File: config.mk
export PLATFORM = sky130hd
export DESIGN_NAME = tm1638_panel
export DESIGN_NICKNAME = d
export VERILOG_FILES = /design/src/tm1638_proto_pkg.sv /design/src/panel_pkg.sv /design/src/tm1638_serial.sv /design/src/display_ram.sv /design/src/key_decoder.sv /design/src/panel_sequencer.sv /design/src/tm1638_panel.sv
export SDC_FILE = /design/constraint.sdc
export NUM_CORES = 1
export LEC_CHECK = 0
export ABC_CLOCK_PERIOD_IN_PS = 3180
export BUFFER_PORTS_ARGS = -buffer_cell sky130_fd_sc_hd__buf_2
export CAP_MARGIN = 25
export CORE_AREA = 2 2 191 212
export CTS_CLUSTER_SIZE = 40
export DETAILED_ROUTE_END_ITERATION = 6
export DIE_AREA = 0 0 193 214
export GPL_TIMING_DRIVEN = 0
export HOLD_SLACK_MARGIN = 0.02
export PLACE_DENSITY = 0.52
export SETUP_SLACK_MARGIN = 0.02
export SYNTH_ARGS = -nofsm -noshare
export SYNTH_HDL_FRONTEND = slang
export SYNTH_SLANG_ARGS = --single-unit
export TNS_END_PERCENT = 1
File: constraint.sdc
create_clock -name i_clk -period 3.18 [get_ports i_clk]
set_input_delay 0.795 -clock i_clk [delete_from_list [all_inputs] [get_ports i_clk]]
set_output_delay 0.795 -clock i_clk [all_outputs]
set_load 0.1 [all_outputs]
File: src/tm1638_proto_pkg.sv
// tm1638 protocol package with command codes and serial bit timing
`default_nettype none

package tm1638_proto_pkg;

	// data command, write mode with auto-increment address
	localparam logic [7:0] CMD_DATA_WRITE = 8'h40;

	// data command, key scan read
	localparam logic [7:0] CMD_DATA_READ = 8'h42;

	localparam logic [7:0] CMD_ADDR_BASE = 8'hC0; // address 0
	localparam logic [7:0] CMD_DISP_BASE = 8'h80; // display off, dimmest

	// display control layout, brightness sits in bits 2:0
	localparam int DISP_ON_BIT = 3;

	// one bit is this many phases, each phase CLOCK_FREQ_MHZ cycles
	// clk low for the first half, high for the second
	localparam int PHASES_PER_BIT = 8;

	localparam int SCAN_BYTES = 4; // bytes returned by a key scan

endpackage

`default_nettype wire

File: src/panel_pkg.sv
// led&key panel package with display geometry, key map and host widths
`default_nettype none

package panel_pkg;

	localparam int DISP_BYTES = 16; // 8 digits + 8 leds, interleaved
	localparam int ADDR_W     = 4;
	localparam int KEYS       = 8;
	localparam int BRIGHT_W   = 3;

	typedef logic [KEYS-1:0] key_vec_t;

	// key map: key k (k = 0..3) is bit KEY_LO_BIT of scan byte k,
	// key k+4 is bit KEY_HI_BIT of scan byte k
	localparam int KEY_LO_BIT = 0;
	localparam int KEY_HI_BIT = 4;

endpackage

`default_nettype wire

File: src/tm1638_serial.sv
// tm1638 serial shifter, sends or receives one byte LSB first per start strobe
`timescale 1ns/100ps
`default_nettype none

module tm1638_serial #(
	parameter int CLOCK_FREQ_MHZ = 12
) (
	input  wire        i_clk,
	input  wire        i_rst_n,
	input  wire        i_start,
	input  wire        i_read,
	input  wire  [7:0] i_byte,
	input  wire        i_dio_in,
	output logic       o_done,
	output logic [7:0] o_rx_byte,
	output logic       o_tm_clk,
	output logic       o_dio_out,
	output logic       o_dio_oe
);
	import tm1638_proto_pkg::*;

	localparam int DIV_W = $clog2(CLOCK_FREQ_MHZ + 1);
	localparam int PH_W  = $clog2(PHASES_PER_BIT);

	logic             active;
	logic             rd;      // current byte is a receive
	logic [DIV_W-1:0] div;     // cycles within a phase
	logic [PH_W-1:0]  phase;   // phase within a bit
	logic [2:0]       bit_cnt;
	logic [7:0]       shreg;
	logic             tick;
	logic             bit_end;
	logic             sample;

	assign tick    = (div == DIV_W'(CLOCK_FREQ_MHZ - 1));
	assign bit_end = tick && (phase == PH_W'(PHASES_PER_BIT - 1));

	// receive point sits 2 phases before the bit ends, chip drove on the falling edge
	assign sample = active && rd && (div == '0) && (phase == PH_W'(PHASES_PER_BIT - 2));

	assign o_done    = active && bit_end && (bit_cnt == 3'd7);
	assign o_rx_byte = shreg;
	assign o_tm_clk  = !active || (phase >= PH_W'(PHASES_PER_BIT / 2)); // idles high
	assign o_dio_out = shreg[0];
	assign o_dio_oe  = active && !rd;

	always_ff @(posedge i_clk or negedge i_rst_n) begin
		if (!i_rst_n) begin
			active  <= 1'b0;
			rd      <= 1'b0;
			div     <= '0;
			phase   <= '0;
			bit_cnt <= '0;
			shreg   <= '0;
		end else if (!active) begin
			if (i_start) begin
				active  <= 1'b1;
				rd      <= i_read;
				div     <= '0;
				phase   <= '0;
				bit_cnt <= '0;
				shreg   <= i_byte; // bit 0 on the line from the first cycle
			end
		end else begin
			if (tick)
				div <= '0;
			else
				div <= div + 1'b1;

			if (bit_end)
				phase <= '0;
			else if (tick)
				phase <= phase + 1'b1;

			if (sample)
				shreg <= {i_dio_in, shreg[7:1]}; // lsb arrives first

			if (bit_end) begin
				bit_cnt <= bit_cnt + 1'b1;
				if (!rd)
					shreg <= {1'b0, shreg[7:1]};
				if (bit_cnt == 3'd7)
					active <= 1'b0;
			end
		end
	end

endmodule

`default_nettype wire

File: src/display_ram.sv
// display image storage, 16 bytes written by the host, registered read port
`timescale 1ns/100ps
`default_nettype none

module display_ram (
	input  wire                         i_clk,
	input  wire                         i_rst_n,
	input  wire                         i_wr_en,
	input  wire  [panel_pkg::ADDR_W-1:0] i_wr_addr,
	input  wire  [7:0]                  i_wr_data,
	input  wire  [panel_pkg::ADDR_W-1:0] i_rd_addr,
	output logic [7:0]                  o_rd_data
);
	import panel_pkg::*;

	logic [7:0] mem [DISP_BYTES];

	always_ff @(posedge i_clk or negedge i_rst_n) begin
		if (!i_rst_n) begin
			for (int i = 0; i < DISP_BYTES; i++)
				mem[i] <= '0; // blank panel after reset
			o_rd_data <= '0;
		end else begin
			if (i_wr_en)
				mem[i_wr_addr] <= i_wr_data;
			o_rd_data <= mem[i_rd_addr]; // one cycle latency
		end
	end

endmodule

`default_nettype wire

File: src/key_decoder.sv
// key decoder, collects scan bytes into the key vector and flags new presses
`timescale 1ns/100ps
`default_nettype none

module key_decoder (
	input  wire                 i_clk,
	input  wire                 i_rst_n,
	input  wire                 i_byte_valid,
	input  wire  [1:0]          i_index,
	input  wire  [7:0]          i_byte,
	input  wire                 i_commit,
	output panel_pkg::key_vec_t o_keys,
	output panel_pkg::key_vec_t o_key_press
);
	import panel_pkg::*;

	localparam int KW = $clog2(KEYS);

	key_vec_t      pend; // keys gathered during the current scan
	logic [KW-1:0] idx_lo;
	logic [KW-1:0] idx_hi;

	assign idx_lo = KW'(i_index);
	assign idx_hi = KW'(i_index) + KW'(KEYS / 2);

	always_ff @(posedge i_clk or negedge i_rst_n) begin
		if (!i_rst_n) begin
			pend        <= '0;
			o_keys      <= '0;
			o_key_press <= '0;
		end else begin
			if (i_byte_valid) begin
				pend[idx_lo] <= i_byte[KEY_LO_BIT];
				pend[idx_hi] <= i_byte[KEY_HI_BIT];
			end

			o_key_press <= '0;
			if (i_commit) begin
				o_keys      <= pend;
				o_key_press <= pend & ~o_keys; // rising keys only
			end
		end
	end

endmodule

`default_nettype wire

File: src/panel_sequencer.sv
// panel sequencer FSM, runs strobe and orders the commands of one refresh frame
`timescale 1ns/100ps
`default_nettype none

module panel_sequencer #(
	parameter int CLOCK_FREQ_MHZ = 12
) (
	input  wire                           i_clk,
	input  wire                           i_rst_n,
	input  wire                           i_refresh,
	input  wire  [panel_pkg::BRIGHT_W-1:0] i_brightness,
	input  wire                           i_display_on,
	input  wire                           i_done,
	input  wire  [7:0]                    i_rx_byte,
	input  wire  [7:0]                    i_ram_data,
	output logic                          o_busy,
	output logic                          o_tm_stb,
	output logic                          o_start,
	output logic                          o_read,
	output logic [7:0]                    o_byte,
	output logic [panel_pkg::ADDR_W-1:0]   o_ram_addr,
	output logic                          o_key_valid,
	output logic [1:0]                    o_key_index,
	output logic [7:0]                    o_key_byte,
	output logic                          o_key_commit
);
	import tm1638_proto_pkg::*;
	import panel_pkg::*;

	localparam int BIT_CYC   = PHASES_PER_BIT * CLOCK_FREQ_MHZ;
	localparam int CNT_W     = $clog2(BIT_CYC);
	localparam int SETUP_CNT = BIT_CYC / 2 - 2; // stb low to first clock edge
	localparam int HOLD_CNT  = BIT_CYC / 2 - 1; // last bit to stb high
	localparam int GAP_CNT   = BIT_CYC - 1;
	localparam int RWAIT_CNT = BIT_CYC - 2;

	typedef enum logic [2:0] {
		ST_IDLE, ST_SETUP, ST_CMD, ST_DATA, ST_RWAIT, ST_READ, ST_HOLD, ST_GAP
	} state_t;

	state_t           state;
	logic [CNT_W-1:0] cnt;
	logic [1:0]       cmd;    // 0 data write, 1 address + image, 2 display, 3 key read
	logic [1:0]       rd_cnt;
	logic [7:0]       disp_byte;
	logic [7:0]       cmd_byte;

	assign disp_byte = CMD_DISP_BASE | (8'(i_display_on) << DISP_ON_BIT) | 8'(i_brightness);

	always_comb begin
		case (cmd)
			2'd0:    cmd_byte = CMD_DATA_WRITE;
			2'd1:    cmd_byte = CMD_ADDR_BASE;
			2'd2:    cmd_byte = disp_byte;
			default: cmd_byte = CMD_DATA_READ;
		endcase
	end

	always_ff @(posedge i_clk or negedge i_rst_n) begin
		if (!i_rst_n) begin
			state        <= ST_IDLE;
			cnt          <= '0;
			cmd          <= '0;
			rd_cnt       <= '0;
			o_busy       <= 1'b0;
			o_tm_stb     <= 1'b1;
			o_start      <= 1'b0;
			o_read       <= 1'b0;
			o_byte       <= '0;
			o_ram_addr   <= '0;
			o_key_valid  <= 1'b0;
			o_key_index  <= '0;
			o_key_byte   <= '0;
			o_key_commit <= 1'b0;
		end else begin
			o_start      <= 1'b0;
			o_key_valid  <= 1'b0;
			o_key_commit <= 1'b0;
			if (cnt != '0)
				cnt <= cnt - 1'b1;

			case (state)
				ST_IDLE: if (i_refresh) begin
					o_busy     <= 1'b1;
					o_tm_stb   <= 1'b0;
					cmd        <= '0;
					o_ram_addr <= '0;
					cnt        <= CNT_W'(SETUP_CNT);
					state      <= ST_SETUP;
				end
				ST_SETUP: if (cnt == '0) begin
					o_start <= 1'b1;
					o_read  <= 1'b0;
					o_byte  <= cmd_byte; // display levels sampled here
					state   <= ST_CMD;
				end
				ST_CMD: if (i_done) begin
					case (cmd)
						2'd1: begin
							o_start    <= 1'b1;
							o_byte     <= i_ram_data; // address 0 already fetched
							o_ram_addr <= o_ram_addr + 1'b1;
							state      <= ST_DATA;
						end
						2'd3: begin
							cnt   <= CNT_W'(RWAIT_CNT);
							state <= ST_RWAIT;
						end
						default: begin
							cnt   <= CNT_W'(HOLD_CNT);
							state <= ST_HOLD;
						end
					endcase
				end
				ST_DATA: if (i_done) begin
					if (o_ram_addr == ADDR_W'(DISP_BYTES)) begin // wrapped, image sent
						cnt   <= CNT_W'(HOLD_CNT);
						state <= ST_HOLD;
					end else begin
						o_start    <= 1'b1;
						o_byte     <= i_ram_data;
						o_ram_addr <= o_ram_addr + 1'b1;
					end
				end
				ST_RWAIT: if (cnt == '0) begin
					o_start <= 1'b1;
					o_read  <= 1'b1;
					rd_cnt  <= '0;
					state   <= ST_READ;
				end
				ST_READ: if (i_done) begin
					o_key_valid <= 1'b1;
					o_key_index <= rd_cnt;
					o_key_byte  <= i_rx_byte;
					if (rd_cnt == 2'(SCAN_BYTES - 1)) begin
						cnt   <= CNT_W'(HOLD_CNT);
						state <= ST_HOLD;
					end else begin
						o_start <= 1'b1;
						rd_cnt  <= rd_cnt + 1'b1;
					end
				end
				ST_HOLD: if (cnt == '0) begin
					o_tm_stb     <= 1'b1;
					o_key_commit <= (cmd == 2'd3);
					cnt          <= CNT_W'(GAP_CNT);
					state        <= ST_GAP;
				end
				ST_GAP: if (cnt == '0) begin
					if (cmd == 2'd3) begin
						o_busy <= 1'b0; // keys already committed
						state  <= ST_IDLE;
					end else begin
						cmd      <= cmd + 1'b1;
						o_tm_stb <= 1'b0;
						cnt      <= CNT_W'(SETUP_CNT);
						state    <= ST_SETUP;
					end
				end
				default: state <= ST_IDLE;
			endcase
		end
	end

endmodule

`default_nettype wire

File: src/tm1638_panel.sv
// tm1638 led&key panel controller top, display refresh and key scan
`timescale 1ns/100ps
`default_nettype none

module tm1638_panel #(
	parameter int CLOCK_FREQ_MHZ = 12
) (
	input  wire                           i_clk,
	input  wire                           i_rst_n,
	input  wire                           i_wr_en,
	input  wire  [panel_pkg::ADDR_W-1:0]   i_wr_addr,
	input  wire  [7:0]                    i_wr_data,
	input  wire  [panel_pkg::BRIGHT_W-1:0] i_brightness,
	input  wire                           i_display_on,
	input  wire                           i_refresh,
	output logic                          o_busy,
	output panel_pkg::key_vec_t           o_keys,
	output panel_pkg::key_vec_t           o_key_press,
	output logic                          o_tm_stb,
	output logic                          o_tm_clk,
	output logic                          o_dio_out,
	output logic                          o_dio_oe,
	input  wire                           i_dio_in
);
	import panel_pkg::*;

	logic              s_start;
	logic              s_read;
	logic [7:0]        s_byte;
	logic              s_done;
	logic [7:0]        s_rx_byte;
	logic [ADDR_W-1:0] r_addr;
	logic [7:0]        r_data;
	logic              k_byte_valid;
	logic [1:0]        k_index;
	logic [7:0]        k_byte;
	logic              k_commit;

	panel_sequencer #(
		.CLOCK_FREQ_MHZ(CLOCK_FREQ_MHZ)
	) u_seq (
		.i_clk(i_clk), .i_rst_n(i_rst_n),
		.i_refresh(i_refresh), .i_brightness(i_brightness), .i_display_on(i_display_on),
		.i_done(s_done), .i_rx_byte(s_rx_byte), .i_ram_data(r_data),
		.o_busy(o_busy), .o_tm_stb(o_tm_stb),
		.o_start(s_start), .o_read(s_read), .o_byte(s_byte), .o_ram_addr(r_addr),
		.o_key_valid(k_byte_valid), .o_key_index(k_index), .o_key_byte(k_byte),
		.o_key_commit(k_commit)
	);

	tm1638_serial #(
		.CLOCK_FREQ_MHZ(CLOCK_FREQ_MHZ)
	) u_serial (
		.i_clk(i_clk), .i_rst_n(i_rst_n),
		.i_start(s_start), .i_read(s_read), .i_byte(s_byte), .i_dio_in(i_dio_in),
		.o_done(s_done), .o_rx_byte(s_rx_byte),
		.o_tm_clk(o_tm_clk), .o_dio_out(o_dio_out), .o_dio_oe(o_dio_oe)
	);

	display_ram u_ram (
		.i_clk(i_clk), .i_rst_n(i_rst_n),
		.i_wr_en(i_wr_en), .i_wr_addr(i_wr_addr), .i_wr_data(i_wr_data),
		.i_rd_addr(r_addr), .o_rd_data(r_data)
	);

	key_decoder u_keys (
		.i_clk(i_clk), .i_rst_n(i_rst_n),
		.i_byte_valid(k_byte_valid), .i_index(k_index), .i_byte(k_byte),
		.i_commit(k_commit), .o_keys(o_keys), .o_key_press(o_key_press)
	);

endmodule

`default_nettype wire

==> flow_summary_export.csv, run 1 <==
group,metric,value,unit
grt,met2_usage,20.3,%
sta,finalHoldViolations,0,
route,drc,0,
route,dr.first_iter.drc_count,449,
route,routed_via_density,4.96,
yosys,synth_flop_cell,"dfrtp_1",
critical_path,cp_max_fo,10,
yosys,postSynthAreaPerCell,12.9,µm²
grt,grt_max_degree,89,
floorplanning,core,0.0390,mm²
floorplanning,die_w,193,µm
grt,track_usage,12.8,%
sta,slew_headroom,32.0,%
power,p_leak,5.28,nW
grt,grt-busiest-layer,"met2",
floorplanning,row_count,76,
status,status,"completed",
yosys,ys_ff_latch,216,
floorplanning,die_h,214,µm
power,power,6.66,mW
layout,final_nets,925,
clocking,clk_latency,520,ps
critical_path,cp.arrival,2190,ps
sta,fin_hold_ws,197,ps
yosys,syn_nets,848,
clocking,clkSinkCount,216,
layout,antenna_cells,0,
critical_path,crit_type,"flip-flop to output pin",
grt,grt_pass1_vias,7266,
critical_path,regToRegEndpoint,"u_seq.cnt[3]",
sta,period_share,93.9,%
sta,setup_tns,0,ps
floorplanning,io_pins,42,
yosys,synthArstFlopShare,100,%
route,vias,6970,
power,ir_drop,0.485,mV
clocking,cts-root-buf,"clkbuf_16",
yosys,ys_types,64,
route,wl,25.9,mm
sta,setup_viol,0,
placement,gp_congestion,0.849,
yosys,synthCells,811,
placement,place.port_buffers,41,
grt,grt_use_met1,18.1,%
critical_path,cp-endpoint,"o_dio_oe",
sta,tightestPinTransition,1020,ps
clocking,clk_pin_slew,70,ps
route,routedWlPerCell,18.4,µm
clocking,numCtsBuffers,23,
route,drtAntennaViolNets,0,
yosys,yosysSeqAreaShare,51.6,%
grt,met3_usage,2.15,%
critical_path,ff2ff_path_depth,9,
yosys,yosys_warnings,0,
route,drtPass1Iterations,4,
critical_path,cp.required,2380,ps
yosys,synth_area,0.0105,mm²
critical_path,start_kind,"flip-flop",
critical_path,r2r_slack,290,ps
floorplanning,start_util,26.9,%
clocking,cts_tree,"built",
critical_path,critPathCaptureType,"output pin",
critical_path,crit_start,"u_serial.active",
sta,drv_slew,0,
sta,period_minus_slack,2980,ps
power,power.density,547,mW/mm²
grt,overflow,0,
grt,grt_pass1_wl,41.6,mm
placement,place_hpwl,17.7,mm
sta,rsz0062_at_grt,"true",
layout,layout-drive-gt1-share,33.2,%
floorplanning,dieArea,0.0413,mm²
layout,syn2layout_area_growth,16.3,%
sta,fin_worst_skew,12.0,ps
sta,clock.fmax,0.335,GHz
hold_path,hold_class,"input pin to asynchronous set/reset pin",
critical_path,r2r_start,"u_seq.o_ram_addr[0]",
yosys,synth-edff-count,0,
clocking,htree_levels,1,
flow_run,cap_violations,0,
clocking,cts_buffer_depth,3,
grt,antenna_found_initial,0,
## synth_stat cells (11+ instances only)
cell,n,share of area [%]
dfrtp_1,215,51
mux2_2,154,17
nand2_1,41,1.5
mux4_2,40,8.6
clkbuf_1,36,1.3
nor2_1,31,1.1
o21ai_0,31,1.5
a21oi_1,25,1.2
nand3_1,20,0.96
inv_1,17,0.61
ha_1,16,1.9
nor2b_1,14,0.84
nand2b_1,13,0.78
a211oi_1,11,0.79
## state kept, by name, indices dropped and copies added, names as in the netlist, 2 cells and up
signal and flops:
u_seq.cnt 7, u_seq.state 3, u_seq.o_ram_addr 4, u_serial.o_rx_byte 8, u_serial.bit_cnt 3, u_serial.phase 3, u_seq.o_byte 8, u_keys.o_keys 8
u_ram.mem 128, u_seq.o_key_byte 2, u_seq.cmd 2, u_serial.div 4, u_keys.pend 8, u_keys.o_key_press 8, u_seq.o_key_index 2, u_ram.o_rd_data 8
u_seq.rd_cnt 2
## logic make-up (layout without fill, tap and decap cells)
logic type	Yosys count	in the layout	share of synthesized area, %
and+or+nand+nor	181	181	9.56
buffers and inverters	67	154	2.57
DFF	216	216	51.6
xor gates and xnor gates	6	6	0.502
AOI/OAI and AO/OA	119	119	7.50
adders and majority gates	16	16	1.91
muxes	206	206	26.3
## stage by stage
| step | util (%) | std cells | setup slack (ps) | instance area, µm² |
|---|---|---|---|---|
| 2_1_floorplan | - | 811 | 132 | 10500 |
| 3_3_place_gp | 29.0 | 1359 | -2680 | 11300 |
| 3_5_place_dp | 29.3 | 1367 | -347 | 11400 |
| 4_1_cts | 31.1 | 1402 | 23.6 | 12100 |
| 5_1_grt | 31.2 | 1405 | 2.23 | 12200 |
| 6_report | 31.2 | 1405 | 195 | 12200 |
## worst min path at each step
| stage | start | endpoint | slack [ps] |
|---|---|---|---|
| final | i_rst_n | u_seq.cnt[3] | 200 |
| after floorplan | u_seq.o_byte[2] | u_seq.o_byte[2] | 460 |
| after global placement | u_keys.o_keys[6] | u_keys.o_key_press[6] | 430 |
| after detailed placement | u_keys.o_keys[6] | u_keys.o_key_press[6] | 450 |
| after global routing | i_rst_n | u_seq.cnt[3] | 230 |
| after CTS | i_rst_n | u_seq.cnt[3] | 220 |
## worst max-delay path, stage by stage, from the launching register on
cell	delay, ps
dfrtp_1	400
clkbuf_1	360
clkbuf_1	380
nor2b_1	190
clkbuf_4	340
## what timing repair did
action / in CTS / in global routing
hold buffers: 0 / 0
endpoints found under the setup margin: 9 / 11
pin swaps: 0 / 1
buffers inserted: 0 / 1
resized for setup: 3 / 2
## where the power goes
group	internal, mW	switching, mW
sequential	3.16	0.188
clock	1.42	1.09
combinational	0.522	0.286
## routing by layer
metal | vias up | part of all wire, %
li1 | 3157 | -
met1 | 3586 | 47
met2 | 178 | 46
met3 | 49 | 4.7
met4 | 0 | 2.3
met5 | - | 0
## cell type report
cell class	count	area, µm²
Fill cell	3971	26800
Sequential cell	216	5410
Multi-Input combinational cell	528	4800
Clock buffer	30	642
Tap cell	507	634
Timing Repair Buffer	52	367
Buffer	48	200
Inverter	19	73.8
Clock inverter	5	48.8
## layout by cell type (no fill, tap or decap), types with 17 or more instances in the layout
cell	count
dfrtp_1	215
mux2_2	154
buf_2	45
nand2_1	41
mux4_2	40
clkbuf_1	37
nor2_1	31
o21ai_0	31
a21oi_1	25
clkbuf_16	23
nand3_1	20
inv_1	17
Note: power is estimated with default switching activity, not from simulation.
==> run 2, diff against run 1 <==
--- a/config.mk
+++ b/config.mk
@@ -5,7 +5,7 @@
 export SDC_FILE = /design/constraint.sdc
 export NUM_CORES = 1
 export LEC_CHECK = 0
-export ABC_CLOCK_PERIOD_IN_PS = 3180
+export ABC_CLOCK_PERIOD_IN_PS = 3450
 export BUFFER_PORTS_ARGS = -buffer_cell sky130_fd_sc_hd__buf_2
 export CAP_MARGIN = 25
 export CORE_AREA = 2 2 191 212
==> constraint.sdc (replaced) <==
create_clock -name i_clk -period 3.45 [get_ports i_clk]
set_input_delay 0.8625 -clock i_clk [delete_from_list [all_inputs] [get_ports i_clk]]
set_output_delay 0.8625 -clock i_clk [all_outputs]
set_load 0.1 [all_outputs]
==> run 2 against run 1 <==
Clock skew is 1.8 ps lower; clock power is 8% lower; sequential cell count stayed put; register-to-register slack better by 60 ps; cell count stayed put; non-clock buffer count stayed put; die area stayed put; highest routed layer unchanged.
==> flow_summary_export.csv, run 2 (synthesis results as in run 1) <==
group,metric,value,unit
status,status,"completed",
layout,final_core_util,31.2,%
critical_path,worst-path-buf-inv,3,
critical_path,cp_max_fo,10,
placement,dpl_worst_slack,-77.2,ps
power,p_clk_share,37.6,%
placement,place_hpwl,17.7,mm
route,vias,6943,
flow_run,cap_violations,0,
critical_path,crit_slowest_cell,"buf_2",
power,power_frac_comb,12.1,%
critical_path,crit_family,"buffers and inverters",
critical_path,cp_common_cell,"clkbuf_1",
floorplanning,core,0.0390,mm²
critical_path,crit_chain,"clkbuf_1 -> clkbuf_1 -> nor2b_1 -> buf_2",
critical_path,r2r_slack,350,ps
sta,period_share,91.4,%
route,routed_via_density,4.94,
floorplanning,die_h,214,µm
sta,drv_slew,0,
clocking,cts_buffer_depth,3,
placement,placed_cells,1367,
sta,fin_worst_skew,10.2,ps
floorplanning,row_count,76,
power,power_switching,1.43,mW
layout,layout-drive-gt1-share,33.1,%
layout,top_register,"u_ram.mem",
grt,track_usage,12.8,%
critical_path,r2r_start,"u_seq.o_ram_addr[1]",
sta,setup_viol,0,
critical_path,cp.arrival,2290,ps
clocking,htree_levels,1,
floorplanning,start_util,26.9,%
sta,slew_headroom,31.1,%
floorplanning,io_pins,42,
layout,antenna_cells,0,
power,swShare,23.4,%
power,p_leak,5.28,nW
layout,largest_reg_flops,128,
grt,grt_pass1_wl,41.6,mm
route,wl,25.9,mm
route,drtAntennaViolNets,0,
clocking,clkSinkCount,216,
sta,tightestPinTransition,1030,ps
sta,rsz0062_at_grt,"false",
critical_path,cpPeakStageDelay,440,ps
power,ir_drop,0.446,mV
power,intPower,4.70,mW
floorplanning,die_w,193,µm
sta,clock.fmax,0.317,GHz
clocking,cts-root-buf,"clkbuf_16",
critical_path,cp.required,2590,ps
grt,met2_usage,20.3,%
placement,gp_congestion,0.849,
critical_path,crit_type,"flip-flop to output pin",
clocking,clk_pin_slew,60,ps
layout,final_nets,925,
critical_path,critPathCaptureType,"output pin",
placement,place.port_buffers,41,
critical_path,ff2ff_path_depth,9,
sta,period_minus_slack,3150,ps
sta,finalHoldViolations,0,
floorplanning,dieArea,0.0413,mm²
critical_path,cp_num_cells,4,
grt,grt_max_degree,89,
layout,final_common_cell,"dfrtp_1",
route,drtPass1Iterations,4,
critical_path,cp-endpoint,"o_dio_oe",
grt,grt-busiest-layer,"met2",
route,routedWlPerCell,18.4,µm
layout,final_cell_count_no_fill,1405,
power,power.density,504,mW/mm²
critical_path,crit_start,"u_serial.active",
critical_path,regToRegEndpoint,"u_seq.cnt[3]",
clocking,clk_latency,520,ps
sta,setup_ws,295,ps
clocking,cts_tree,"built",
clocking,ctsHoldBuffers,0,
layout,most-common-layout-cells,"215 x dfrtp_1, 154 x mux2_2, 46 x buf_2",
grt,grt_use_met1,18.1,%
grt,overflow,0,
hold_path,hold_class,"input pin to asynchronous set/reset pin",
layout,syn2layout_area_growth,16.2,%
critical_path,start_kind,"flip-flop",
layout,fillers,3969,
power,p_seq_share,50.3,%
route,drc,0,
grt,antenna_found_initial,0,
grt,met3_usage,2.15,%
route,dr.first_iter.drc_count,456,
grt,grt_pass1_vias,7265,
clocking,numCtsBuffers,23,
-- run 2: changes by cell type in the layout (fill, tap and decap cells not counted) --
cell	previous run	this run
buf_2	45	46
clkbuf_2	1	2
nor4bb_1	0	1
nor4bb_2	1	0
clkbuf_4	2	0
-- run 2: worst min path at each step --
stage / startpoint / to / slack [ps] / depth (start not counted)
after floorplan: u_seq.o_byte[2] / u_seq.o_byte[2] / 460 / 1
final: i_rst_n / u_seq.cnt[3] / 260 / 1
after global routing: i_rst_n / u_seq.cnt[3] / 290 / 1
after detailed placement: u_keys.o_keys[6] / u_keys.o_key_press[6] / 450 / 1
after global placement: u_keys.o_keys[6] / u_keys.o_key_press[6] / 430 / 1
after CTS: i_rst_n / u_seq.cnt[3] / 290 / 1
-- run 2: routing by layer --
| metal | routed length [µm] | share of wire, % |
|---|---|---|
| met2 | 11900 | 46 |
| met5 | 0 | 0 |
| met3 | 1120 | 4.3 |
| met4 | 619 | 2.4 |
| met1 | 12300 | 47 |
-- run 2: layout make-up --
type	count	area, µm²	area share, %
sequential	216	5410	44.4
timing repair buffer	52	364	2.99
tap	507	634	5.21
multi-input combinational	528	4800	39.4
buffer	48	198	1.63
clock buffer	30	642	5.28
clock inverter	5	48.8	0.401
inverter	19	73.8	0.607
-- run 2: timing repair --
| item | 4_1_cts | 5_1_grt |
|---|---|---|
| setup buffers | 0 | 1 |
| endpoints found under the setup margin | 6 | 8 |
| resized for setup | 1 | 2 |
| pin swaps | 0 | 1 |
-- run 2: power groups by stage --
stage               combinational [mW]  sequential [mW]  clock, mW
finish                           0.742             3.09       2.31
global route                     0.813             3.13       2.48
detailed placement               0.755             3.13          0
global placement                 0.724             3.12          0
CTS                              0.755             3.09       2.38
floorplan                        0.563             3.07          0
-- run 2: metrics by stage --
| stage | TNS, ps | area, µm² | power (mW) | hold WS [ps] |
|---|---|---|---|---|
| 6_report | 0 | 12200 | 6.13 | 262 |
| 5_1_grt | 0 | 12200 | 6.43 | 295 |
| 4_1_cts | 0 | 12100 | 6.23 | 286 |
| 3_5_place_dp | -425 | 11400 | 3.89 | 452 |
| 3_3_place_gp | -527810 | 11300 | 3.85 | 432 |
| 2_1_floorplan | 0 | 10500 | 3.63 | 459 |
